### config.mk
export PLATFORM = sky130hd
export DESIGN_NAME = reservation_station
export DESIGN_NICKNAME = d
export VERILOG_FILES = /design/src/rtl/ooo_pkg.sv /design/src/rtl/reservation_station.sv
export SDC_FILE = /design/constraint.sdc
export NUM_CORES = 1
export LEC_CHECK = 0
export ABC_AREA = 1
export ABC_CLOCK_PERIOD_IN_PS = 2600
export BUFFER_PORTS_ARGS = -buffer_cell sky130_fd_sc_hd__buf_2
export CORE_MARGIN = 2
export CORE_UTILIZATION = 40
export CTS_CLUSTER_SIZE = 12
export DETAILED_ROUTE_END_ITERATION = 12
export MAX_ROUTING_LAYER = met4
export PLACE_DENSITY = 0.77
export SYNTH_ARGS = -nofsm -noshare
export SYNTH_HDL_FRONTEND = slang
export SYNTH_SLANG_ARGS = --single-unit
### constraint.sdc
create_clock -name clk_100mhz -period 2.6 [get_ports clk_100mhz]
set_clock_uncertainty 0.15 [all_clocks]
set_input_delay 0.13 -clock clk_100mhz [delete_from_list [all_inputs] [get_ports clk_100mhz]]
set_output_delay 0.13 -clock clk_100mhz [all_outputs]
set_load 0.01 [all_outputs]
### src/rtl/ooo_pkg.sv
package ooo_pkg;

  localparam int XLEN        = 32;
  localparam int ROB_DEPTH   = 8;
  localparam int IQ_DEPTH    = 4;
  localparam int MUL_LATENCY = 3; // launch to result valid

  typedef logic signed [XLEN-1:0]       data_t;
  typedef logic [4:0]                   reg_addr_t;
  typedef logic [$clog2(ROB_DEPTH)-1:0] rob_ix_t;

  typedef enum logic [2:0] {
    IT_OP,
    IT_OPIMM,
    IT_LUI,
    IT_MUL,
    IT_NOP // anything not supported, dropped at dispatch
  } itype_t;

  typedef enum logic [3:0] {
    ALU_ADD,
    ALU_SUB,
    ALU_SLL,
    ALU_SLT,
    ALU_SLTU,
    ALU_XOR,
    ALU_SRL,
    ALU_SRA,
    ALU_OR,
    ALU_AND,
    ALU_PASS_B // lui
  } alu_func_t;

  typedef enum logic [1:0] {
    MUL_LO,
    MUL_HI_SS,
    MUL_HI_UU
  } mul_func_t;

  localparam logic [6:0] OPC_OP    = 7'b0110011;
  localparam logic [6:0] OPC_OPIMM = 7'b0010011;
  localparam logic [6:0] OPC_LUI   = 7'b0110111;

endpackage
### src/rtl/reservation_station.sv
`timescale 1ns/10ps

module reservation_station
  import ooo_pkg::*;
#(
  parameter type op_t = alu_func_t
) (
  input  logic    clk_100mhz,
  input  logic    sys_rst,
  input  logic    i_issue,
  input  op_t     i_op,
  input  data_t   i_vi, i_vj,
  input  rob_ix_t i_qi, i_qj,
  input  logic    i_i_ready, i_j_ready,
  input  rob_ix_t i_rob_ix,
  input  logic    i_cdb_valid,
  input  rob_ix_t i_cdb_rob_ix,
  input  data_t   i_cdb_value,
  input  logic    i_unit_ready,
  output logic    o_free,
  output logic    o_launch,
  output op_t     o_op,
  output data_t   o_a, o_b,
  output rob_ix_t o_rob_ix
);
  logic    busy;
  logic    rdy_a, rdy_b;
  rob_ix_t qa, qb;
  rob_ix_t want_a, want_b;
  logic    have_a, have_b;
  logic    hit_a, hit_b;

  // tags looked for this cycle, fresh ones from dispatch on issue
  assign want_a = i_issue ? i_qi : qa;
  assign want_b = i_issue ? i_qj : qb;
  assign have_a = i_issue ? i_i_ready : rdy_a;
  assign have_b = i_issue ? i_j_ready : rdy_b;
  assign hit_a  = i_cdb_valid && !have_a && (i_cdb_rob_ix == want_a);
  assign hit_b  = i_cdb_valid && !have_b && (i_cdb_rob_ix == want_b);

  assign o_free   = !busy;
  assign o_launch = busy && rdy_a && rdy_b && i_unit_ready;

  always_ff @(posedge clk_100mhz) begin
    if (sys_rst) begin
      busy  <= 1'b0;
      rdy_a <= 1'b0;
      rdy_b <= 1'b0;
    end else begin
      if (i_issue) busy <= 1'b1;
      else if (o_launch) busy <= 1'b0;
      rdy_a <= have_a || hit_a;
      rdy_b <= have_b || hit_b;
    end
  end

  always_ff @(posedge clk_100mhz) begin
    if (i_issue) begin
      o_op     <= i_op;
      o_rob_ix <= i_rob_ix;
      qa       <= i_qi;
      qb       <= i_qj;
    end
    if (hit_a) o_a <= i_cdb_value; // wake-up from cdb
    else if (i_issue) o_a <= i_vi;
    if (hit_b) o_b <= i_cdb_value;
    else if (i_issue) o_b <= i_vj;
  end

endmodule

==> impl_metrics.env, run 1 <==
export IMPL_gp_congestion=0.783
export IMPL_die_w_um=99.8
export IMPL_cts_buffer_depth=2
export IMPL_fp_row_count=34
export IMPL_start_util_pct=41.6
export IMPL_ys_flop_type="edfxtp_1"
export IMPL_clock_sinks=80
export IMPL_place_hpwl_um=6990
export IMPL_synth_largest_area_cell="edfxtp_1"
export IMPL_die_y_um=99.8
export IMPL_flow_stopped_at="clock tree synthesis"
export IMPL_ys_seq_area_share_pct=63.1
export IMPL_syn_cell_area_mm2=0.00367
export IMPL_outcome="did not finish"
export IMPL_ios=192
export IMPL_cts_buffers=9
export IMPL_synthArstFlopShare_pct=0
export IMPL_h_tree_depth=3
export IMPL_cts_root_buf="clkbuf_8"
export IMPL_syn_inst=365
export IMPL_cts_resized=0
export IMPL_postCtsHoldBufs=135
export IMPL_syn_num_nets=484
export IMPL_synth_top_cell_area_share_pct=58.1
export IMPL_firstError="[ERROR RSZ-0060] Max buffer count reached."
export IMPL_preCtsSetupSlack_ns=0.343
export IMPL_synth_edff_count=71
export IMPL_post_dp_cell_area_mm2=0.00466
export IMPL_synth_avg_cell_area_um2=10.0
export IMPL_cts_setup_buffers=0
export IMPL_synthTopCellsByArea="edfxtp_1 (58%), nand2_1 (16%), nand3_1 (9.6%), dfxtp_1 (4.9%), buf_6 (2.5%)"
export IMPL_yosys_warnings=0
export IMPL_io_buffers=191
export IMPL_synth_cell_type_count=21
export IMPL_ys_seq_elements=80
## cells by family after synthesis
logic type / after synthesis / share of synthesized area (%)
flip-flops: 80 / 63.0
AND/OR/NAND/NOR: 245 / 29.9
AO/OA/AOI/OAI: 6 / 1.09
buffers and inverters: 34 / 5.94
## synth_stat cells, types with 2 or more instances
cell,number
edfxtp_1,71
buf_4,6
buf_6,8
nand2_1,155
a21oi_2,2
nand2_2,9
nor2_1,3
buf_2,6
inv_1,13
nor2_8,2
nand3_1,70
nand2_4,2
dfxtp_1,9
nor2_4,2
## through the flow
stage          instances  utilization, %
2_1_floorplan        365               -
3_3_place_gp         653            52.9
3_5_place_dp         653            52.9
==> run 2, diff against run 1 <==
--- a/config.mk
+++ b/config.mk
@@ -9,11 +9,9 @@
 export ABC_CLOCK_PERIOD_IN_PS = 2600
 export BUFFER_PORTS_ARGS = -buffer_cell sky130_fd_sc_hd__buf_2
 export CORE_MARGIN = 2
-export CORE_UTILIZATION = 40
-export CTS_CLUSTER_SIZE = 12
+export CORE_UTILIZATION = 25
 export DETAILED_ROUTE_END_ITERATION = 12
-export MAX_ROUTING_LAYER = met4
-export PLACE_DENSITY = 0.77
+export PLACE_DENSITY_LB_ADDON = 0.15
 export SYNTH_ARGS = -nofsm -noshare
 export SYNTH_HDL_FRONTEND = slang
 export SYNTH_SLANG_ARGS = --single-unit
==> run 2 against run 1 <==
Net effect: area after synthesis unchanged; the flow now finishes, with violations (hold timing); synthesized cell count unchanged.
==> impl_metrics.env, run 2 <==
export IMPL_outcome="complete, but fails checks"
export IMPL_violations="hold timing"
export IMPL_report_final_slew_viol_count=0
export IMPL_regArea_mm2=0.00231
export IMPL_synth_edff_count=71
export IMPL_fp_row_count=44
export IMPL_final_cells=891
export IMPL_cap_violations=0
export IMPL_leakage_nw=3.11
export IMPL_fin_area_mm2=0.00650
export IMPL_hold_path_class="in -> reg"
export IMPL_fin_total_pwr_mw=3.48
export IMPL_synth_most_common_cell="nand2_1"
export IMPL_synth_commonest_cells="nand2_1 (155), edfxtp_1 (71), nand3_1 (70)"
export IMPL_critPathKind="in -> reg"
export IMPL_diodes=0
export IMPL_grt_max_degree=34
export IMPL_reg2reg_depth=10
export IMPL_crit_end="o_a[2]"
export IMPL_grt_pass1_vias=3995
export IMPL_syn_cell_area_mm2=0.00367
export IMPL_layout_common_cells="buf_2 (191), nand2_1 (153), dlygate4sd3_1 (143)"
export IMPL_vias_per_cell=4.30
export IMPL_irDropWorstVdd_mv=0.245
export IMPL_drt_first_pass_iters=5
export IMPL_period_share_pct=91.7
export IMPL_fin_hold_ws_ns=-0.000716
export IMPL_routedWlPerCell_um=14.2
export IMPL_cts_tree="yes"
export IMPL_ys_flop_type="edfxtp_1"
export IMPL_cp_start_kind="input port"
export IMPL_multi_input_area_mm2=0.00114
export IMPL_reg_top3="o_a (32), o_b (32), o_op (4)"
export IMPL_placed_cells=730
export IMPL_grt_usage_pct=16.3
export IMPL_reg2reg_slack_ns=0.31
export IMPL_h_tree_depth=3
export IMPL_start_util_pct=25.4
export IMPL_rsz0062_at_grt="false"
export IMPL_synth_avg_cell_area_um2=10.0
export IMPL_r2r_start="rdy_a"
export IMPL_final_antenna_net_count=0
export IMPL_fin_tns_setup_ns=0
export IMPL_place_hpwl_um=7890
export IMPL_io_buffers=191
export IMPL_routed_wl_um=12600
export IMPL_hold_viol=1
export IMPL_drt_iter0_drc=209
export IMPL_clock_sinks=80
export IMPL_muxShareOfSynthArea_pct=0
export IMPL_ios=192
export IMPL_layout_drive_gt1_share_pct=33.2
export IMPL_cts_buffers=9
export IMPL_fillerInstances=1436
export IMPL_crit_path_max_fanout=33
export IMPL_critPathLaunch="i_qi[1]"
export IMPL_coreArea_mm2=0.0144
export IMPL_synth_simple_area_share_pct=29.9
export IMPL_area_delta_synth_final_pct=77.3
export IMPL_crit_required_ns=2.54
export IMPL_synth_largest_area_cell="edfxtp_1"
export IMPL_nets=821
export IMPL_ys_seq_elements=80
export IMPL_synthTopCellsByArea="edfxtp_1 (58%), nand2_1 (16%), nand3_1 (9.6%), dfxtp_1 (4.9%), buf_6 (2.5%)"
export IMPL_synth_top_cell_area_share_pct=58.1
export IMPL_die_y_um=125
export IMPL_yosys_warnings=0
export IMPL_min_period_ns=2.38
export IMPL_gp_congestion=0.766
export IMPL_setup_viol=0
export IMPL_synth_compound_area_share_pct=1.09
export IMPL_die_area_mm2=0.0157
export IMPL_clk_latency_ns=0.34
export IMPL_cts_root_buf="clkbuf_16"
export IMPL_critPathCaptureType="register"
export IMPL_synth_cell_type_count=21
export IMPL_post_dp_cell_area_mm2=0.00479
export IMPL_syn_inst=365
export IMPL_grt_remaining_overflow=0
export IMPL_slew_headroom_pct=71.6
export IMPL_cp_data_arrival_time_ns=2.32
export IMPL_vias=3829
export IMPL_synth_xor_area_share_pct=0
export IMPL_worstMarginPinSlew_ns=0.427
export IMPL_synthArstFlopShare_pct=0
export IMPL_fmax_mhz=420
export IMPL_layout_commonest_cell="buf_2"
export IMPL_ys_seq_area_share_pct=63.1
export IMPL_die_w_um=125
export IMPL_syn_num_nets=484
export IMPL_cts_buffer_depth=2
export IMPL_grt_pass1_wl_um=20000
export IMPL_reg2reg_to="o_a[2]"
export IMPL_antenna_found_initial=0
export IMPL_clk_pin_slew_worst_paths_ns=0.06
export IMPL_synth_top_family_by_area="simple AND/OR/NAND/NOR gates"
export IMPL_drc_errors=0
export IMPL_pwr_density_cell_mw_per_mm2=535
export IMPL_yosys_area_share_adder_pct=0
[run 2: logic make-up (layout without fill, tap and decap cells)]
family	after synthesis	in the layout
and+or+nand+nor	245	245
DFF	80	80
buffers and inverters	34	376
AOI/OAI and AO/OA	6	6
[run 2: cell type report]
| class | count | area share (%) |
|---|---|---|
| tap | 184 | 3.54 |
| clock inverter | 1 | 0.0770 |
| multi-input combinational | 251 | 17.6 |
| inverter | 14 | 0.808 |
| sequential | 80 | 35.6 |
| clock buffer | 15 | 3.96 |
| timing repair buffer | 346 | 38.5 |
[run 2: stage by stage]
stage / utilization (%) / worst slack, ns
2_1_floorplan: - / 0.389
5_1_grt: 45.1 / 0.0583
6_report: 45.1 / 0.216
4_1_cts: 45.0 / 0.118
3_3_place_gp: 33.2 / 0.495
3_5_place_dp: 33.2 / 0.462
[run 2: worst max-delay path, stage by stage]
cell	delay [ns]
dlygate4sd3_1	0.54
buf_2	0.13
inv_1	0.04
nand2_1	0.04
o21ai_0	0.10
nor2_1	0.10
nor2_4	0.18
nand2_4	0.07
buf_4	0.27
nand2_1	0.12
nand2_1	0.05
dlygate4sd3_1	0.55
[run 2: worst min-delay path by stage]
stage	from	endpoint	slack (ns)	cells after the start
CTS	i_cdb_value[0]	o_b[0]	0.002	3
detailed placement	i_op[2]	o_op[2]	0.16	1
global route	i_cdb_value[0]	o_b[0]	0.02	3
finish	i_cdb_value[0]	o_b[0]	-0.0007	3
global placement	i_op[2]	o_op[2]	0.16	1
floorplan	sys_rst	rdy_a	0.04	1
[run 2: report_power, final]
| group | internal, mW | leakage, nW | switching (mW) | total (mW) |
|---|---|---|---|---|
| Combinational | 0.381 | 2.21 | 0.367 | 0.748 |
| Sequential | 1.53 | 0.775 | 0.0286 | 1.56 |
| Clock | 0.674 | 0.128 | 0.502 | 1.18 |
| Total | 2.58 | 3.11 | 0.897 | 3.48 |
[run 2: layer usage]
layer | wire length [um] | vias to the layer above | track usage [%] | part of all wire (%)
met2 | 6250 | 140 | 28.4 | 49
met4 | 320 | 0 | 7.39 | 2.5
met5 | 0 | - | 0 | 0
li1 | - | 1895 | - | -
met3 | 832 | 21 | 3.89 | 6.6
met1 | 5240 | 1773 | 19.1 | 41
[run 2: timing repair]
| action | CTS | global route |
|---|---|---|
| hold endpoints to repair | 80 | 0 |
| hold buffers | 143 | 0 |
| buffers inserted | 0 | 2 |
| setup endpoints to repair | 0 | 16 |
| resized for setup | 0 | 0 |
No activity file was read; power rests on OpenSTA's default activity.
==> run 3, diff against run 2 <==
--- a/config.mk
+++ b/config.mk
@@ -8,6 +8,7 @@
 export ABC_AREA = 1
 export ABC_CLOCK_PERIOD_IN_PS = 2600
 export BUFFER_PORTS_ARGS = -buffer_cell sky130_fd_sc_hd__buf_2
+export CORE_ASPECT_RATIO = 0.8
 export CORE_MARGIN = 2
 export CORE_UTILIZATION = 25
 export DETAILED_ROUTE_END_ITERATION = 12
==> run 3 against run 2 <==
Net effect: the flow now finishes without violations; global-route usage shrank 0.29 points; hold slack improved by 0.013 ns; highest routed layer unchanged; die area about the same; sequential power about the same; sequential share of layout area about the same; core utilization increased by 0.39 points; critical endpoint is now o_a[16]; wire length decreased by 1.5%.
==> impl_metrics.env, run 3 (same netlist as run 2, synthesis figures left out) <==
export IMPL_vias_per_cell=4.30
export IMPL_post_dp_cell_area_mm2=0.00478
export IMPL_die_y_um=112
export IMPL_coreArea_mm2=0.0143
export IMPL_report_final_slew_viol_count=0
export IMPL_preCtsSetupSlack_ns=0.614
export IMPL_ios=192
export IMPL_r2r_start="qa[1]"
export IMPL_worstMarginPinSlew_ns=0.405
export IMPL_cp_common_cell="nand2_1"
export IMPL_place_hpwl_um=8110
export IMPL_fin_hold_ws_ns=0.0123
export IMPL_antenna_found_initial=0
export IMPL_routed_wl_um=12500
export IMPL_grt_pass1_vias=3905
export IMPL_drt_iter0_drc=170
export IMPL_hold_path_class="in -> reg"
export IMPL_drc_errors=0
export IMPL_drt_first_pass_iters=6
export IMPL_clock_sinks=80
export IMPL_cp_data_arrival_time_ns=2.34
export IMPL_nets=817
export IMPL_clockPowerShare_pct=37.4
export IMPL_pwr_density_cell_mw_per_mm2=562
export IMPL_area_delta_synth_final_pct=77.3
export IMPL_fin_ws_ns=0.189
export IMPL_pwr_share_seq_pct=42.6
export IMPL_die_area_mm2=0.0157
export IMPL_cp_top_family="buffers and inverters"
export IMPL_fin_tns_setup_ns=0
export IMPL_slew_headroom_pct=73.0
export IMPL_cts_buffers=9
export IMPL_min_period_ns=2.41
export IMPL_critPathKind="in -> reg"
export IMPL_fp_row_count=39
export IMPL_final_core_util_pct=45.5
export IMPL_routedWlPerCell_um=14.0
export IMPL_intPower_mw=2.76
export IMPL_outcome="finished clean"
export IMPL_critPathCaptureType="register"
export IMPL_layout_drive_gt1_share_pct=33.9
export IMPL_die_w_um=139
export IMPL_reg_top3="o_a (32), o_b (32), o_op (4)"
export IMPL_rsz0062_at_grt="false"
export IMPL_hold_path_depth=3
export IMPL_grt_max_degree=34
export IMPL_cp_start_kind="input port"
export IMPL_vias=3810
export IMPL_final_antenna_net_count=0
export IMPL_max_stage_delay_ns=0.56
export IMPL_fin_area_mm2=0.00650
export IMPL_diodes=0
export IMPL_switchingPower_uw=893
export IMPL_grt_remaining_overflow=0
export IMPL_irDropWorstVdd_mv=0.347
export IMPL_gp_congestion=0.766
export IMPL_crit_required_ns=2.53
export IMPL_fmax_mhz=415
export IMPL_setup_viol=0
export IMPL_fin_total_pwr_mw=3.66
export IMPL_critPathLaunch="i_qi[1]"
export IMPL_clk_pin_slew_worst_paths_ns=0.06
export IMPL_path_cells="dlygate4sd3_1 -> buf_2 -> inv_1 -> nand2_1 -> o21ai_0 -> nor2_1 -> nor2_4 -> nand2_4 -> buf_4 -> nand2_1 -> nand2_1 -> dlygate4sd3_1"
export IMPL_reg2reg_depth=8
export IMPL_path_buf_inv=5
export IMPL_min_from="i_cdb_value[31]"
export IMPL_cp_slowest_cell="dlygate4sd3_1"
export IMPL_crit_cells=12
export IMPL_cts_resized=0
export IMPL_p_comb_share_pct=20.0
export IMPL_period_share_pct=92.7
export IMPL_leakage_nw=3.11
export IMPL_crit_path_max_fanout=25
export IMPL_layout_common_cells="buf_2 (191), nand2_1 (153), dlygate4sd3_1 (140)"
export IMPL_swShare_pct=24.4
export IMPL_grt_usage_pct=16.0
export IMPL_placed_cells=731
export IMPL_cts_tree="yes"
export IMPL_cts_buffer_depth=2
export IMPL_start_util_pct=25.6
export IMPL_cts_setup_buffers=0
export IMPL_grt_pass1_wl_um=19400
export IMPL_clk_latency_ns=0.34
export IMPL_h_tree_depth=3
export IMPL_layout_commonest_cell="buf_2"
export IMPL_cts_root_buf="clkbuf_16"
export IMPL_io_buffers=191
export IMPL_cap_violations=0
export IMPL_hold_viol=0
export IMPL_final_cells=887
run 3: power by group through the flow:
stage	combinational, mW	clock (mW)	sequential (mW)
final	0.732	1.37	1.56
after detailed placement	0.533	0	1.58
after CTS	0.732	1.42	1.56
after global placement	0.530	0	1.58
after global routing	0.803	1.47	1.57
after floorplan	0.226	0	1.63
run 3: worst register-to-register path: stages, from the launching register on:
cell	delay [ns]
dfxtp_1	0.31
o21ai_0	0.21
nor2_1	0.10
nor2_4	0.15
nand2_4	0.13
buf_4	0.26
nand2_1	0.11
nand2_1	0.05
dlygate4sd3_1	0.56
run 3: what timing repair did:
action,in CTS,in global routing
endpoints found under the setup margin,0,0
endpoints found under the hold margin,80,0
hold buffers,140,0
run 3: routing by layer:
| metal | vias up | share of wire (%) | track usage [%] |
|---|---|---|---|
| met4 | 0 | 0.67 | 4.51 |
| met2 | 145 | 48 | 27.2 |
| met3 | 7 | 7.1 | 4.27 |
| met1 | 1769 | 44 | 20.2 |
| met5 | - | 0 | 0 |
| li1 | 1889 | - | - |
run 3: final timing paths:
path	slack, ns	endpoint
setup / recovery	0.19	o_a[16]
hold / removal	0.01	o_b[31]
setup reg to reg	0.33	o_a[16]
hold reg to reg	0.32	qa[2]
run 3: area by class of cell:
type / instances / area [um^2]
Fill cell: 1411 / 7800
Timing Repair Buffer: 342 / 2440
Sequential cell: 80 / 2310
Multi-Input combinational cell: 251 / 1140
Clock buffer: 11 / 243
Tap cell: 184 / 230
Clock inverter: 5 / 81.3
Inverter: 14 / 52.6
==> run 4, diff against run 3 <==
--- a/config.mk
+++ b/config.mk
@@ -6,11 +6,12 @@
 export NUM_CORES = 1
 export LEC_CHECK = 0
 export ABC_AREA = 1
-export ABC_CLOCK_PERIOD_IN_PS = 2600
+export ABC_CLOCK_PERIOD_IN_PS = 2000
 export BUFFER_PORTS_ARGS = -buffer_cell sky130_fd_sc_hd__buf_2
 export CORE_ASPECT_RATIO = 0.8
 export CORE_MARGIN = 2
 export CORE_UTILIZATION = 25
+export CTS_BUF_LIST = sky130_fd_sc_hd__clkbuf_8
 export DETAILED_ROUTE_END_ITERATION = 12
 export PLACE_DENSITY_LB_ADDON = 0.15
 export SYNTH_ARGS = -nofsm -noshare
==> constraint.sdc (replaced) <==
create_clock -name clk_100mhz -period 2 [get_ports clk_100mhz]
set_clock_uncertainty 0.15 [all_clocks]
set_input_delay 0.1 -clock clk_100mhz [delete_from_list [all_inputs] [get_ports clk_100mhz]]
set_output_delay 0.1 -clock clk_100mhz [all_outputs]
set_load 0.01 [all_outputs]
==> run 4 against run 3 <==
Net effect: core utilization is 1.9 points lower; combinational power increased by 22%; register-to-register slack lost 0.16 ns; wire length decreased by 1.4%; first-iteration DRC count decreased by 15%; sequential cell count is the same; via count is 4.5% lower; count of clock-buffer cells in the layout is 2 lower; critical endpoint is now rdy_b.
==> impl_metrics.env, run 4 (same netlist as run 2, synthesis figures left out) <==
export IMPL_min_period_ns=1.87
export IMPL_clock_sinks=80
export IMPL_crit_required_ns=2.17
export IMPL_die_area_mm2=0.0157
export IMPL_die_w_um=139
export IMPL_vias_per_cell=4.21
export IMPL_layout_drive_gt1_share_pct=35.1
export IMPL_fmax_mhz=534
export IMPL_vias=3638
export IMPL_worstMarginPinSlew_ns=0.409
export IMPL_layout_commonest_cell="buf_2"
export IMPL_gp_congestion=0.775
export IMPL_fin_hold_ws_ns=0.0207
export IMPL_irDropWorstVdd_mv=0.415
export IMPL_h_tree_depth=3
export IMPL_grt_pass1_wl_um=19100
export IMPL_drt_first_pass_iters=4
export IMPL_routedWlPerCell_um=14.2
export IMPL_rsz0062_at_grt="false"
export IMPL_hold_path_class="in -> reg"
export IMPL_cts_buffers=9
export IMPL_fin_ws_ns=0.127
export IMPL_slew_headroom_pct=72.7
export IMPL_area_delta_synth_final_pct=69.9
export IMPL_coreArea_mm2=0.0143
export IMPL_setup_viol=0
export IMPL_antenna_found_initial=0
export IMPL_cap_violations=0
export IMPL_drt_iter0_drc=145
export IMPL_preCtsSetupSlack_ns=0.181
export IMPL_outcome="finished clean"
export IMPL_routed_wl_um=12300
export IMPL_critPathLaunch="i_qj[0]"
export IMPL_diodes=0
export IMPL_grt_pass1_vias=3854
export IMPL_cp_start_kind="input port"
export IMPL_io_buffers=191
export IMPL_hold_viol=0
export IMPL_ios=192
export IMPL_cp_data_arrival_time_ns=2.04
export IMPL_start_util_pct=25.6
export IMPL_cts_root_buf="clkbuf_8"
export IMPL_cts_setup_buffers=0
export IMPL_min_from="i_issue"
export IMPL_cts_buffer_depth=2
export IMPL_grt_usage_pct=15.8
export IMPL_clk_latency_ns=0.37
export IMPL_drc_errors=0
export IMPL_final_antenna_net_count=0
export IMPL_r2r_start="qb[2]"
export IMPL_fin_tns_setup_ns=0
export IMPL_critPathCaptureType="register"
export IMPL_grt_max_degree=33
export IMPL_pwr_density_cell_mw_per_mm2=677
export IMPL_nets=795
export IMPL_leakage_nw=2.99
export IMPL_report_final_slew_viol_count=0
export IMPL_place_hpwl_um=8280
export IMPL_clk_pin_slew_worst_paths_ns=0.08
export IMPL_crit_path_max_fanout=19
export IMPL_fin_total_pwr_mw=4.22
export IMPL_cts_tree="yes"
export IMPL_reg_top3="o_a (32), o_b (32), o_op (4)"
export IMPL_final_core_util_pct=43.6
export IMPL_critPathKind="in -> reg"
export IMPL_period_share_pct=93.6
export IMPL_grt_remaining_overflow=0
export IMPL_die_y_um=112
export IMPL_layout_common_cells="buf_2 (191), nand2_1 (153), dlygate4sd3_1 (115)"
export IMPL_fp_row_count=39
-- run 4: changes by cell type in the layout (fill, tap and decap cells not counted), moves of 2 or more --
cell	previous run	this run
clkbuf_16	9	0
buf_4	11	9
clkbuf_8	1	9
buf_12	0	5
dlygate4sd3_1	140	115
inv_1	13	15
-- run 4: worst paths after layout --
path / endpoint / slack, ns / cells after the start
worst max register to register: rdy_b / 0.17 / 8
worst min register to register: busy / 0.32 / 2
worst max-delay path: rdy_b / 0.13 / 10
worst min-delay path: qa[2] / 0.02 / 4
-- run 4: report_power, final --
group	internal [mW]	leakage (nW)	total, mW	switching (mW)
clock network	0.694	0.110	1.31	0.612
registers	1.98	0.775	2.02	0.0378
logic	0.428	2.11	0.894	0.466
total	3.10	2.99	4.22	1.12
-- run 4: per-stage QoR --
step,std cells,cell area (um^2)
6_report,865,6230
5_1_grt,865,6230
4_1_cts,866,6230
3_5_place_dp,735,4870
3_3_place_gp,735,4870
2_1_floorplan,365,3670
-- run 4: worst max-delay path, cell delays in order --
cell	delay, ns
dlygate4sd3_1	0.53
buf_2	0.12
nand2_1	0.07
nand2_1	0.07
nand2_1	0.06
nand2_1	0.10
nor2_4	0.18
nand2_8	0.13
a21oi_2	0.13
dlygate4sd3_1	0.54
-- run 4: layout make-up --
cell class | count | area (um^2)
clock inverter | 7 | 87.6
fill | 1412 | 8070
tap | 184 | 230
sequential | 80 | 2310
inverter | 14 | 52.6
multi-input combinational | 251 | 1150
clock buffer | 9 | 124
timing repair buffer | 320 | 2270
-- run 4: what timing repair did --
action,4_1_cts,5_1_grt
hold buffers,115,0
endpoints found under the setup margin,0,1
gates resized for setup,0,1
endpoints found under the hold margin,80,0
-- run 4: per-layer routing --
metal	up-vias	share of wire [%]	GRT usage, %	wire length, um
li1	1839	-	-	-
met1	1641	45	19.2	5490
met2	150	47	27.2	5810
met3	8	7.2	5.38	880
met4	0	0.81	3.50	99
met5	-	0	0	0
